--- src/common/alloc_pkg.sv ---
package alloc_pkg;

    // ==============================
    // Pointer space
    // ==============================

    // Pointer width sets everything else
    localparam int PTR_WID = 6;
    localparam int NUM_PTRS = 2 ** PTR_WID;

    // Free count must reach NUM_PTRS, hence one extra bit
    localparam int CNT_WID = PTR_WID + 1;

    // ==============================
    // Bitmap organisation
    // ==============================

    // One word cleared per cycle during the sweep
    localparam int WORD_W = 8;
    localparam int NUM_WORDS = NUM_PTRS / WORD_W;

    // Sweep counter width
    localparam int WORD_IDX_W = $clog2(NUM_WORDS);

    // Sweep stops on this word
    localparam logic [WORD_IDX_W-1:0] LAST_WORD = WORD_IDX_W'(NUM_WORDS - 1);

    // Free count right after init
    localparam logic [CNT_WID-1:0] ALL_FREE = CNT_WID'(NUM_PTRS);

    // ==============================
    // State encodings
    // ==============================

    // Init sweep, then normal operation
    typedef enum logic {
        INIT_SWEEP,
        INIT_DONE
    } init_state_e;

    // Four-phase handshake
    // HS_RELEASE is one spare cycle with ack low before the next req
    typedef enum logic [1:0] {
        HS_IDLE,
        HS_ACK,
        HS_RELEASE
    } hs_state_e;

endpackage
--- src/alloc_bv/alloc_bv.sv ---
module alloc_bv (
    input  logic                             clk,
    input  logic                             rst_n,
    // Allocate channel
    input  logic                             alloc_req,
    output logic                             alloc_ack,
    output logic [alloc_pkg::PTR_WID-1:0]    alloc_ptr,
    output logic                             alloc_full,
    // Deallocate channel
    input  logic                             dealloc_req,
    output logic                             dealloc_ack,
    input  logic [alloc_pkg::PTR_WID-1:0]    dealloc_ptr,
    output logic                             dealloc_err,
    output logic [alloc_pkg::PTR_WID-1:0]    err_ptr,
    // Status
    output logic                             init_done,
    output logic [alloc_pkg::CNT_WID-1:0]    free_count
);

    // Stage to bitmap
    logic                          set_en;
    logic [alloc_pkg::PTR_WID-1:0] set_ptr;
    logic                          clr_en;
    logic [alloc_pkg::PTR_WID-1:0] clr_ptr;

    // Bitmap to both stages
    logic [alloc_pkg::NUM_PTRS-1:0] bitmap;

    // ==============================
    // Shared bitmap stage
    // ==============================
    alloc_bitmap alloc_bitmap_i (
        .clk        (clk),
        .rst_n      (rst_n),
        .set_en     (set_en),
        .set_ptr    (set_ptr),
        .clr_en     (clr_en),
        .clr_ptr    (clr_ptr),
        .bitmap     (bitmap),
        .free_count (free_count),
        .init_done  (init_done)
    );

    // Allocate side
    alloc_scan alloc_scan_i (
        .clk        (clk),
        .rst_n      (rst_n),
        .alloc_req  (alloc_req),
        .alloc_ack  (alloc_ack),
        .alloc_ptr  (alloc_ptr),
        .alloc_full (alloc_full),
        .bitmap     (bitmap),
        .free_count (free_count),
        .init_done  (init_done),
        .set_en     (set_en),
        .set_ptr    (set_ptr)
    );

    // Deallocate side
    dealloc_check dealloc_check_i (
        .clk         (clk),
        .rst_n       (rst_n),
        .dealloc_req (dealloc_req),
        .dealloc_ptr (dealloc_ptr),
        .dealloc_ack (dealloc_ack),
        .dealloc_err (dealloc_err),
        .err_ptr     (err_ptr),
        .bitmap      (bitmap),
        .init_done   (init_done),
        .clr_en      (clr_en),
        .clr_ptr     (clr_ptr)
    );

endmodule

--- src/alloc_bv/dealloc_check.sv ---
module dealloc_check (
    input  logic                             clk,
    input  logic                             rst_n,
    // Deallocate channel
    input  logic                             dealloc_req,
    input  logic [alloc_pkg::PTR_WID-1:0]    dealloc_ptr,
    output logic                             dealloc_ack,
    output logic                             dealloc_err,
    output logic [alloc_pkg::PTR_WID-1:0]    err_ptr,
    // From the bitmap stage
    input  logic [alloc_pkg::NUM_PTRS-1:0]   bitmap,
    input  logic                             init_done,
    // Clear port to the bitmap stage
    output logic                             clr_en,
    output logic [alloc_pkg::PTR_WID-1:0]    clr_ptr
);

    // ==============================
    // Validation
    // ==============================

    alloc_pkg::hs_state_e hs_state;

    // Request accepted this cycle
    logic take;

    // Pointer currently marked allocated
    logic ptr_taken;

    // Double free
    logic bad_free;

    assign ptr_taken = bitmap[dealloc_ptr];

    // Only idle and after the sweep
    assign take = (hs_state == alloc_pkg::HS_IDLE) && dealloc_req && init_done;

    assign bad_free = take && !ptr_taken;

    // Valid return clears on the edge ack rises
    assign clr_en  = take && ptr_taken;
    assign clr_ptr = dealloc_ptr;

    // ==============================
    // Deallocate handshake
    // ==============================

    always_ff @(posedge clk) begin
        if (!rst_n) begin
            hs_state    <= alloc_pkg::HS_IDLE;
            dealloc_err <= 1'b0;
        end else begin
            // Single-cycle pulse, take is low once in HS_ACK
            dealloc_err <= bad_free;
            case (hs_state)
                alloc_pkg::HS_IDLE: begin
                    // Good or bad, the handshake completes
                    if (take) begin
                        hs_state <= alloc_pkg::HS_ACK;
                    end
                end
                alloc_pkg::HS_ACK: begin
                    if (!dealloc_req) begin
                        hs_state <= alloc_pkg::HS_RELEASE;
                    end
                end
                // Ack low for one cycle before accepting again
                alloc_pkg::HS_RELEASE: hs_state <= alloc_pkg::HS_IDLE;
                default:               hs_state <= alloc_pkg::HS_IDLE;
            endcase
        end
    end

    // Offending pointer, held until the next error
    always_ff @(posedge clk) begin
        if (bad_free) begin
            err_ptr <= dealloc_ptr;
        end
    end

    assign dealloc_ack = (hs_state == alloc_pkg::HS_ACK);

endmodule

--- src/alloc_bv/alloc_scan.sv ---
module alloc_scan (
    input  logic                             clk,
    input  logic                             rst_n,
    // Allocate channel
    input  logic                             alloc_req,
    output logic                             alloc_ack,
    output logic [alloc_pkg::PTR_WID-1:0]    alloc_ptr,
    output logic                             alloc_full,
    // From the bitmap stage
    input  logic [alloc_pkg::NUM_PTRS-1:0]   bitmap,
    input  logic [alloc_pkg::CNT_WID-1:0]    free_count,
    input  logic                             init_done,
    // Set port to the bitmap stage
    output logic                             set_en,
    output logic [alloc_pkg::PTR_WID-1:0]    set_ptr
);

    // ==============================
    // Lowest-free search
    // ==============================

    logic [alloc_pkg::PTR_WID-1:0] lowest_ptr;
    logic                          lowest_found;

    // Candidate held for the next grant
    logic [alloc_pkg::PTR_WID-1:0] cand_ptr;
    logic                          cand_valid;

    alloc_pkg::hs_state_e          hs_state;
    logic                          grant;

    // Priority encoder, first clear bit from index 0 wins
    always_comb begin
        lowest_ptr   = '0;
        lowest_found = 1'b0;
        for (int i = 0; i < alloc_pkg::NUM_PTRS; i++) begin
            if (!lowest_found && !bitmap[i]) begin
                lowest_ptr   = i[alloc_pkg::PTR_WID-1:0];
                lowest_found = 1'b1;
            end
        end
    end

    // ==============================
    // Candidate register
    // ==============================

    // Frozen while ack is high
    // The release cycle reloads it from the bitmap with the last set applied
    always_ff @(posedge clk) begin
        if (!rst_n) begin
            cand_valid <= 1'b0;
        end else if (hs_state != alloc_pkg::HS_ACK) begin
            // Nothing valid before the sweep ends
            cand_valid <= init_done && lowest_found;
        end
    end

    always_ff @(posedge clk) begin
        if (hs_state != alloc_pkg::HS_ACK) begin
            cand_ptr <= lowest_ptr;
        end
    end

    // ==============================
    // Allocate handshake
    // ==============================

    // Grant when idle, requested and a candidate is ready
    assign grant = (hs_state == alloc_pkg::HS_IDLE) && alloc_req
                   && init_done && cand_valid;

    // Bitmap bit sets on the same edge ack rises
    assign set_en  = grant;
    assign set_ptr = cand_ptr;

    always_ff @(posedge clk) begin
        if (!rst_n) begin
            hs_state <= alloc_pkg::HS_IDLE;
        end else begin
            case (hs_state)
                alloc_pkg::HS_IDLE: begin
                    if (grant) begin
                        hs_state <= alloc_pkg::HS_ACK;
                    end
                end
                // Hold ack until the client drops req
                alloc_pkg::HS_ACK: begin
                    if (!alloc_req) begin
                        hs_state <= alloc_pkg::HS_RELEASE;
                    end
                end
                // Ack low, candidate refresh
                alloc_pkg::HS_RELEASE: hs_state <= alloc_pkg::HS_IDLE;
                default:               hs_state <= alloc_pkg::HS_IDLE;
            endcase
        end
    end

    // Pointer stays put for the whole ack phase
    always_ff @(posedge clk) begin
        if (grant) begin
            alloc_ptr <= cand_ptr;
        end
    end

    assign alloc_ack = (hs_state == alloc_pkg::HS_ACK);

    // Back-pressure flag
    assign alloc_full = (free_count == '0);

endmodule

--- src/alloc_bv/alloc_bitmap.sv ---
module alloc_bitmap (
    input  logic                             clk,
    input  logic                             rst_n,
    // Set port from the scan stage
    input  logic                             set_en,
    input  logic [alloc_pkg::PTR_WID-1:0]    set_ptr,
    // Clear port from the check stage
    input  logic                             clr_en,
    input  logic [alloc_pkg::PTR_WID-1:0]    clr_ptr,
    // Flat view of every allocated bit
    output logic [alloc_pkg::NUM_PTRS-1:0]   bitmap,
    output logic [alloc_pkg::CNT_WID-1:0]    free_count,
    output logic                             init_done
);

    // ==============================
    // Storage and state
    // ==============================

    // Word array, bit set means pointer taken
    logic [alloc_pkg::WORD_W-1:0] words [alloc_pkg::NUM_WORDS];
    logic [alloc_pkg::WORD_W-1:0] words_next [alloc_pkg::NUM_WORDS];

    // One-hot request vectors across the whole pointer space
    logic [alloc_pkg::NUM_PTRS-1:0] set_vec;
    logic [alloc_pkg::NUM_PTRS-1:0] clr_vec;

    alloc_pkg::init_state_e         init_state;
    logic [alloc_pkg::WORD_IDX_W-1:0] sweep_idx;

    // ==============================
    // Init sweep FSM
    // ==============================

    // Walks every word once after reset
    always_ff @(posedge clk) begin
        if (!rst_n) begin
            init_state <= alloc_pkg::INIT_SWEEP;
            sweep_idx  <= '0;
        end else if (init_state == alloc_pkg::INIT_SWEEP) begin
            sweep_idx <= sweep_idx + 1'b1;
            // Last word cleared on this edge
            if (sweep_idx == alloc_pkg::LAST_WORD) begin
                init_state <= alloc_pkg::INIT_DONE;
            end
        end
    end

    assign init_done = (init_state == alloc_pkg::INIT_DONE);

    // ==============================
    // Set and clear
    // ==============================

    // Decode both ports to one-hot
    always_comb begin
        set_vec = '0;
        clr_vec = '0;
        if (set_en) begin
            set_vec[set_ptr] = 1'b1;
        end
        if (clr_en) begin
            clr_vec[clr_ptr] = 1'b1;
        end
    end

    // Per-word next value
    // Set and clear never hit the same bit, so order does not matter
    always_comb begin
        for (int w = 0; w < alloc_pkg::NUM_WORDS; w++) begin
            words_next[w] = (words[w] | set_vec[w*alloc_pkg::WORD_W +: alloc_pkg::WORD_W])
                            & ~clr_vec[w*alloc_pkg::WORD_W +: alloc_pkg::WORD_W];
        end
    end

    // Sweep owns the array until done
    always_ff @(posedge clk) begin
        for (int w = 0; w < alloc_pkg::NUM_WORDS; w++) begin
            if (init_state == alloc_pkg::INIT_SWEEP) begin
                if (int'(sweep_idx) == w) begin
                    words[w] <= '0;
                end
            end else begin
                words[w] <= words_next[w];
            end
        end
    end

    // Flatten for the search and the check
    always_comb begin
        for (int w = 0; w < alloc_pkg::NUM_WORDS; w++) begin
            bitmap[w*alloc_pkg::WORD_W +: alloc_pkg::WORD_W] = words[w];
        end
    end

    // ==============================
    // Free count
    // ==============================

    // Down on set, up on clear, hold when both or neither
    always_ff @(posedge clk) begin
        if (!rst_n) begin
            free_count <= alloc_pkg::ALL_FREE;
        end else if (init_state == alloc_pkg::INIT_DONE) begin
            case ({set_en, clr_en})
                2'b10:   free_count <= free_count - 1'b1;
                2'b01:   free_count <= free_count + 1'b1;
                default: free_count <= free_count;
            endcase
        end
    end

endmodule

--- config.mk ---
export PLATFORM = sky130hd
export DESIGN_NAME = alloc_bv
export DESIGN_NICKNAME = d
export VERILOG_FILES = /design/src/common/alloc_pkg.sv /design/src/alloc_bv/alloc_bv.sv /design/src/alloc_bv/dealloc_check.sv /design/src/alloc_bv/alloc_scan.sv /design/src/alloc_bv/alloc_bitmap.sv
export SDC_FILE = /design/constraint.sdc
export NUM_CORES = 1
export LEC_CHECK = 0
export BUFFER_PORTS_ARGS = -buffer_cell sky130_fd_sc_hd__buf_4
export CAP_MARGIN = 10
export CORE_ASPECT_RATIO = 0.8
export CORE_UTILIZATION = 25
export CTS_CLUSTER_DIAMETER = 150
export DETAILED_ROUTE_END_ITERATION = 8
export PLACE_DENSITY = 0.48
export SLEW_MARGIN = 30
export SYNTH_ARGS = -nofsm -noshare
export SYNTH_HDL_FRONTEND = slang
export SYNTH_SLANG_ARGS = --single-unit
--- constraint.sdc ---
create_clock -name clk -period 3.58 [get_ports clk]
set_clock_uncertainty 0.1 [all_clocks]
set_input_delay 0.358 -clock clk [delete_from_list [all_inputs] [get_ports clk]]
set_output_delay 0.358 -clock clk [all_outputs]
set_load 0.02 [all_outputs]
* After elaboration in Yosys (flattened, before gate mapping)
Memory sizes are Yosys's and may differ from the RTL's.
Cells that the tools add are included.
** Word-level totals
- Flip-flop bits (word level) :: 35
- RAM bits :: 64
- Bits of input ports :: 10
- Output and inout bits :: 24
- Logic and storage cells :: 460
- Memories kept :: 1
** Memories
- alloc_bitmap_i.words :: words 8, width 8, read ports 8, clocked after Yosys merged registers in 0, write ports 8, RTL line alloc_bitmap.sv:21 : logic [alloc_pkg::WORD_W-1:0] words [alloc_pkg::NUM_WORDS];
** Operators by class
- Add/subtract/negate cells :: 3
- Order comparisons :: 4
- Eq/ne operators :: 17
- Multiplexer cells :: 176
- Bitwise operators :: 32
- Reductions and logical operators :: 212
** Operators by type and width (count)
- $mux 6 :: 30
- $mux 64 :: 2
- $logic_not 1->1 :: 126
- $mux 1 :: 96
- $mux 5 :: 16
- $logic_and 1x1->1 :: 73
- $and 8x8->8 :: 8
- $mux 8 :: 8
- $not 8->8 :: 8
- $or 8x8->8 :: 8
- $mux 4 :: 8
- $reduce_or 32->1 :: 1
- $reduce_or 16->1 :: 1
- $eq 3x3->1 const B :: 5
- $lt 6x7->1 const B :: 2
- $pmux 7 s2 :: 1
- $demux 1 s6 :: 2
- $ge 6x1->1 const B :: 2
- $mux 2 :: 6
- $mux 3 :: 4
- $or 1x1->1 :: 8
- $pmux 2 s2 :: 2
- $reduce_or 8->1 :: 1
- $add 7x1->7 const B :: 1
- other kinds (16) :: 25

* Depth between registers and ports, before layout
Gate-level depths: netlist of the first run.
An unclocked memory read counts as a cell.
- Word-level depth :: 191
- Mapped depth :: 18
- Gate-level depth less buffers :: 15

* Hierarchy
Synthesis of the first run repeated with hierarchy kept, for this count alone.
** Unflattened totals
- Cell total of the unflattened synthesis :: 660
- Area, all modules :: 6388.6 µm²
** By module, submodules not included
- alloc_bitmap :: instances 1, cells an instance 415, area each 4028.9 µm², sequential area each 2142.1 µm²
- alloc_scan :: instances 1, cells an instance 185, area each 1446.4 µm², sequential area each 420.4 µm²
- dealloc_check :: instances 1, cells an instance 60, area each 913.4 µm², sequential area each 240.2 µm²

* Worst setup path after synthesis of the first run
No wires, ideal clock.
- Path kind :: input port to flip-flop
- Start :: input port dealloc_ptr[1] in the netlist's numbering
- End :: register alloc_bitmap_i.free_count[6] in the netlist's numbering
- Setup time :: 0.126 ns
- Data arrival time :: 3.711 ns
- Required time :: 3.354 ns
- Slack :: -0.357 ns
- Stages :: 16
- Path buffers :: 1
- Cells stage by stage :: buf_2 mux4_2 mux2i_1 nor4b_2 or3_1 or4_4 and2_4 ha_1 inv_1 ha_1 a21oi_1 o21bai_1 a211o_1 o211ai_1 xnor2_1 nand2_1
** On the way
- Longest elaborated chain between the ends :: 6
- Elaborated cells on any way between the ends :: 8
- Those cells by class :: eq/ne: 2; mux: 3; reduce/logical: 3
** Ends and longest elaborated chain
- start, declared :: RTL line alloc_bv.sv:12 : input logic [alloc_pkg::PTR_WID-1:0] dealloc_ptr,
- $bmux 1 s6 * :: RTL line dealloc_check.sv:33 : assign ptr_taken = bitmap[dealloc_ptr];
- $mux 1 (implied by the code) * :: RTL line dealloc_check.sv:33
- $logic_and 1x1->1 * :: RTL line dealloc_check.sv:41 : assign clr_en = take && ptr_taken;
- $eq 2x2->1 or $eq 2x1->1 (tied branches) :: RTL line alloc_bitmap.sv:105 : case ({set_en, clr_en})
- $reduce_bool 2->1 (no source line)
- $reduce_and 2->1 (no source line)
- end signal, assigned :: RTL line alloc_bitmap.sv:106 : 2'b10: free_count <= free_count - 1'b1;
- end signal, assigned :: RTL line alloc_bitmap.sv:107 : 2'b01: free_count <= free_count + 1'b1;
- end signal, assigned :: RTL line alloc_bitmap.sv:108 : default: free_count <= free_count;
- end, declared :: RTL line alloc_bitmap.sv:12 : output logic [alloc_pkg::CNT_WID-1:0] free_count,
Every way passes the cells marked *; elsewhere a longest branch is shown, timed or not. The select of a mux whose other input is x is not followed.
A chain may end at the register's enable or synchronous reset.

==> results of run 1 <==
[state kept, by name (all words and copies together) (netlist names)]
name,flops
alloc_scan_i.cand_valid,1
alloc_scan_i.hs_state,2
dealloc_check_i.err_ptr,6
alloc_scan_i.set_ptr,6
alloc_bitmap_i.init_done,1
alloc_scan_i.alloc_ptr,6
alloc_bitmap_i.sweep_idx,3
alloc_bitmap_i.free_count,7
alloc_bitmap_i.words,64
dealloc_check_i.dealloc_err,1
dealloc_check_i.hs_state,2
[timing repair]
item                       CTS  global route
setup endpoints to repair    4             4
hold buffers                 0             0
pin swaps                    6             6
setup buffers                3             4
gates resized for setup      6             6
hold endpoints to repair     0             0
[through the flow]
step	setup slack, ns	hold slack, ns
2_1_floorplan	-0.183	0.324
3_3_place_gp	-0.399	0.375
3_5_place_dp	-0.398	0.373
4_1_cts	-0.194	0.0709
5_1_grt	-0.301	0.0784
6_report	-0.202	0.0808
[worst min-delay path by stage]
| stage | startpoint | end | slack [ns] | depth (start not counted) |
|---|---|---|---|---|
| after global routing | alloc_req | alloc_scan_i.hs_state[1] | 0.08 | 2 |
| after global placement | alloc_scan_i.cand_valid | alloc_scan_i.cand_valid | 0.38 | 2 |
| final | alloc_req | alloc_scan_i.hs_state[1] | 0.08 | 2 |
| after CTS | alloc_req | alloc_scan_i.hs_state[1] | 0.07 | 2 |
| after floorplan | alloc_scan_i.set_ptr[3] | alloc_scan_i.alloc_ptr[3] | 0.32 | 0 |
| after detailed placement | alloc_scan_i.cand_valid | alloc_scan_i.cand_valid | 0.37 | 2 |
[logic make-up after synthesis]
group,after synthesis,synth area share
AND/OR/NAND/NOR,283,0.232
AO/OA/AOI/OAI,216,0.199
flip-flops,99,0.448
buffers and inverters,58,0.0396
multiplexers,19,0.0456
adder cells (fa/ha/maj),13,0.0272
XOR/XNOR,6,0.00840
[routing by layer]
metal,vias up,routed length [microns],share of wire
li1,2833,-,-
met1,2937,10900,0.47
met2,255,10100,0.43
met3,39,1530,0.066
met4,0,729,0.031
met5,-,0,0
[final cells by class]
cell class / count / area, sq um / area share
clock inverter: 7 / 67.6 / 0.00847
multi-input combinational: 537 / 3320 / 0.416
inverter: 24 / 95.1 / 0.0119
clock buffer: 9 / 225 / 0.0282
timing repair buffer: 140 / 1070 / 0.134
sequential: 99 / 2800 / 0.352
tap: 318 / 398 / 0.0499
[critical path, stage by stage (launching register included)]
cell and delay, ns:
edfxtp_1 0.45, mux4_2 0.49, mux2i_2 0.21, nor4b_4 0.09, or3_4 0.34, or4_4 0.46
and2_4 0.19, ha_4 0.17, inv_6 0.07, ha_4 0.20, a21oi_2 0.14, o21bai_2 0.11
a211o_1 0.31, o211ai_1 0.11, xnor2_1 0.14, nand2_1 0.06
[cells in the final DEF (no fill, tap or decap), drive strengths merged, types with 10 or more instances in the layout]
cell type / instances
nand2b: 10
buf: 140
a21oi: 80
nand2: 60
nand4: 22
ha: 12
o21ai: 83
inv: 24
edfxtp: 82
nor2: 89
dfxtp: 17
nand3: 21
[power by group]
| group | internal, uW | switching, uW | leakage, uW |
|---|---|---|---|
| combinational | 129 | 168 | 0.00189 |
| sequential | 1290 | 40.7 | 0.000903 |
| clock | 542 | 467 | 0.000149 |
| total | 1960 | 675 | 0.00294 |
==> impl_metrics.ini, run 1 <==
[die]
core_sq_mm = 0.0244
die_y_microns = 143
initial_utilization = 0.256
dieArea_sq_mm = 0.0257
io_pins = 34
die_w_microns = 179
fp-row-count = 51

[global_route]
use_met2 = 0.271
grtUsageTotal = 0.183
grt.busiest_layer = met2
met1_usage = 0.266
grt_pass1_wl_mm = 34.6
grt_max_degree = 77
met3_usage = 0.0278
antenna_found_initial = 0
grt_overflow = 0
grt_pass1_vias = 5586

[clock_tree]
clock_path_buffers = 2
cts_root_buf = clkbuf_16
cts_tree = yes
h-tree-depth = 3
path_clk_slew_ns = 0.08
cts_made_buffers = 9
clkLatencyLatePin_ns = 0.36
numClockSinks = 99

[routing]
vias = 6064
drt_iter0_drc = 706
routedWlPerCell_microns = 20.5
drc = 0
antenna_left = 0
via_per_inst = 5.35
wirelength_mm = 23.2
dr.pass1.iters = 5

[synthesis]
synthFlopType = edfxtp_1
yosysSeqAreaShare = 0.448
syn_avg_cell_area_sq_um = 9.01
yosys.area.top_type = edfxtp_1
synthCells = 694
synth-edff-count = 82
synth_common_cells = nor2_1 (89), o21ai_0 (83), edfxtp_1 (82)
syn_area_sq_mm = 0.00625
async_flop_share = 0
synth_top_area_frac = 0.394
syn-num-nets = 717
synthTopCellsByArea = edfxtp_1 (39%), o21ai_0 (6.6%), a21oi_1 (6.4%), dfxtp_1 (5.4%), nor2_1 (5.3%)
ys_ff_latch = 99
yosysMostFrequentCell = nor2_1
yosys_warnings = 0
synth_cell_types = 66

[timing]
hold_viol_final = 0
max_freq_ghz = 0.264
slew_headroom = 0.416
timing.setup.tns_ns = -0.525
fin_crit_sh = 1.06
final-setup-viol-count = 4
rsz0062_at_grt = yes
final-max-slew-violation-count = 0
tightest_slew_ns = 0.873
period_minus_slack_ns = 3.78
setup_ws_ns = -0.202

[min_path]
min-delay-path-class = input pin to register

[critical_path]
cp.arrival_ns = 3.93
critPathCaptureType = register
crit_required_ns = 3.72
rr_startpoint = alloc_bitmap_i.words[0][18]
crit_type = register to register
rrSetupSlack_ns = -0.20
critPathLaunch = alloc_bitmap_i.words[0][18]
endpoint = alloc_bitmap_i.free_count[6]
path_max_fanout = 5
r2r_cells = 15
worstReg2RegEnd = alloc_bitmap_i.free_count[6]
start_kind = register

[status]
violations = setup timing
outcome = finished with violations

[power_and_ir_drop]
finalPower_uw = 2630
cellPowerDensity_mw_per_mm2 = 330
vdd_drop_max_mv = 0.183
leakagePower_uw = 0.00294

[layout]
final_area_sq_mm = 0.00797
drive_above_1_share = 0.235
final_core_util = 0.326
stdcell_count = 1134
nFillCells = 2536
n_antenna_cell = 0
nets = 834
area_growth_pct = 27.5

[place]
dpl-instance-area_sq_mm = 0.00757
hpwl_mm = 17.0
placed_cells_incl_taps = 1111
place_congestion = 0.907
port_buffers = 33

[job]
drv_cap = 0
No activity file was read; power rests on OpenSTA's default activity.
==> inputs of run 2 (changes only) <==
--- a/config.mk
+++ b/config.mk
@@ -5,7 +5,8 @@
 export SDC_FILE = /design/constraint.sdc
 export NUM_CORES = 1
 export LEC_CHECK = 0
-export BUFFER_PORTS_ARGS = -buffer_cell sky130_fd_sc_hd__buf_4
+export ABC_AREA = 1
+export BUFFER_PORTS_ARGS = -buffer_cell sky130_fd_sc_hd__buf_2
 export CAP_MARGIN = 10
 export CORE_ASPECT_RATIO = 0.8
 export CORE_UTILIZATION = 25
==> run 2 against run 1 <==
Against the previous run: the flow still finishes with violations (setup timing); largest power group unchanged; flip-flop and latch count stayed put; critical endpoint is now alloc_scan_i.set_ptr[2]; wire length is 3.1% higher; core utilization is 1.6 points higher.
==> impl_metrics.ini, run 2 <==
[place]
place_congestion = 0.937
hpwl_mm = 18.0
placed_cells_incl_taps = 1311
port_buffers = 33

[routing]
drc = 0
routedWlPerCell_microns = 17.8
dr.pass1.iters = 5
via_per_inst = 4.99
antenna_left = 0
wirelength_mm = 23.9
drt_iter0_drc = 678
vias = 6714

[synthesis]
yosysSeqAreaShare = 0.420
yosys_warnings = 0
yosysMostFrequentCell = inv_1
syn_area_sq_mm = 0.00667
synthTopCellsByArea = edfxtp_1 (37%), nand3_1 (12%), inv_1 (10%), o21ai_0 (6.6%), dfxtp_1 (5.1%)
synth-edff-count = 82
synth_cell_types = 35
synthCells = 807
yosys.area.top_type = edfxtp_1
synthFlopType = edfxtp_1
async_flop_share = 0
synth_top_area_frac = 0.369
ys_ff_latch = 99
syn-num-nets = 830
synth_common_cells = inv_1 (185), nand3_1 (155), o21ai_0 (88)
syn_avg_cell_area_sq_um = 8.27

[die]
die_w_microns = 185
die_y_microns = 148
fp-row-count = 53
io_pins = 34
initial_utilization = 0.254
dieArea_sq_mm = 0.0274
core_sq_mm = 0.0263

[layout]
final_common_cell = inv_1
nFillCells = 2833
final_core_util = 0.343
seqCellArea_sq_mm = 0.00280
area_growth_pct = 34.8
nets = 1007
largest_register_ffs = 64
final_cell_mix = inv_1 (174), buf_4 (156), nand3_1 (155)
n_antenna_cell = 0
top_register = alloc_bitmap_i.words
top_regs = alloc_bitmap_i.words (64), alloc_bitmap_i.free_count (7)
multiInputGateArea_sq_mm = 0.00333
stdcell_count = 1346
drive_above_1_share = 0.292

[clock_tree]
cts_made_buffers = 9
clock_path_buffers = 2
cts_hold_buf = 0
path_clk_slew_ns = 0.08
numClockSinks = 99
cts_tree = yes
h-tree-depth = 3
clkLatencyLatePin_ns = 0.37
cts_root_buf = clkbuf_16

[power_and_ir_drop]
power_frac_comb = 0.142
p_sw_frac = 0.270
vdd_drop_max_mv = 0.265
leakagePower_uw = 0.00396
p_int_uw = 2070
pwr-share-clk = 0.385
seq_power_share = 0.473
cellPowerDensity_mw_per_mm2 = 315
p_switching_uw = 765

[timing]
fin_crit_sh = 1.22
hold_viol_final = 0
fin_hold_ws_ns = 0.0890
max_freq_ghz = 0.229
rsz0062_at_grt = yes
timing.setup.tns_ns = -5.47
slew_headroom = 0.451
final-max-slew-violation-count = 0
setup_ws_ns = -0.793
tightest_slew_ns = 0.812
period_minus_slack_ns = 4.37
final-setup-viol-count = 7

[critical_path]
cp.arrival_ns = 4.52
critPathTopFamily = simple AND/OR/NAND/NOR gates
rrSetupSlack_ns = -0.79
cpPeakStageDelay_ns = 0.36
path_max_fanout = 5
slowest_stage = edfxtp_1
critPathCaptureType = register
crit_type = register to register
start_kind = register
crit_required_ns = 3.72
crit_path_frequent_cell = nor2_4
path_buf_inv = 0

[global_route]
grt_pass1_wl_mm = 36.5
antenna_found_initial = 0
grt_overflow = 0
grt_max_degree = 70
grt_pass1_vias = 6110
grtUsageTotal = 0.177

[status]
outcome = finished with violations
violations = setup timing

[min_path]
min-delay-path-class = input pin to register

[job]
drv_cap = 0
[run 2: cell types whose count changed in the layout (fill, tap and decap cells not counted), moves of 12 or more]
cell / previous run / this run
buf_4: 138 / 156
a21oi_1: 76 / 13
nor2_4: 0 / 15
o22ai_1: 1 / 13
inv_1: 22 / 174
nand3_1: 21 / 155
buf_2: 0 / 30
nand4_4: 0 / 14
nor2_1: 89 / 34
nand2_1: 60 / 32
o2111ai_1: 3 / 18
[run 2: cell families (layout without fill, tap and decap cells)]
family          after synthesis  count (layout)  synth area share
fa+ha+maj                    13              13            0.0255
buf+inv                     213             395             0.120
xor+xnor                      3               3           0.00394
simple gates                309             309             0.273
flops                        99              99             0.420
compound gates              170             170             0.158
[run 2: power by group through the flow]
stage          sequential [uW]  combinational, uW  clock [uW]
2_1_floorplan             1360                165           0
3_3_place_gp              1370                371           0
3_5_place_dp              1370                367           0
4_1_cts                   1340                379        1120
5_1_grt                   1350                431        1150
6_report                  1340                401        1090
[run 2: area by class of cell]
cell class | count | area share
sequential | 99 | 0.312
inverter | 186 | 0.0784
timing repair buffer | 193 | 0.154
clock buffer | 9 | 0.0250
multi-input combinational | 495 | 0.370
tap | 357 | 0.0496
clock inverter | 7 | 0.0110
[run 2: worst paths after layout]
kind	startpoint	end	cells past startpoint
setup / recovery	alloc_bitmap_i.words[0][1]	alloc_scan_i.set_ptr[2]	32
hold / removal	alloc_req	alloc_scan_i.hs_state[1]	2
setup reg to reg	alloc_bitmap_i.words[0][1]	alloc_scan_i.set_ptr[2]	32
hold reg to reg	dealloc_check_i.hs_state[1]	dealloc_check_i.hs_state[1]	1
[run 2: stage by stage]
stage | total power (uW) | setup slack (ns) | cell area [sq um]
2_1_floorplan | 1530 | -0.704 | 6740
3_3_place_gp | 1740 | -0.738 | 8340
3_5_place_dp | 1730 | -0.842 | 8340
4_1_cts | 2840 | -0.811 | 8800
5_1_grt | 2930 | -1.17 | 9000
6_report | 2830 | -0.793 | 9000
[run 2: timing repair]
item,4_1_cts,5_1_grt
endpoints found under the setup margin,9,9
pin swaps,6,14
gates resized for setup,17,32
buffers inserted,8,11
[run 2: routing by layer]
layer  GRT usage  share of wire
met4      0.0529          0.022
met5           0              0
met3      0.0394          0.082
met2       0.253           0.41
met1       0.263           0.48
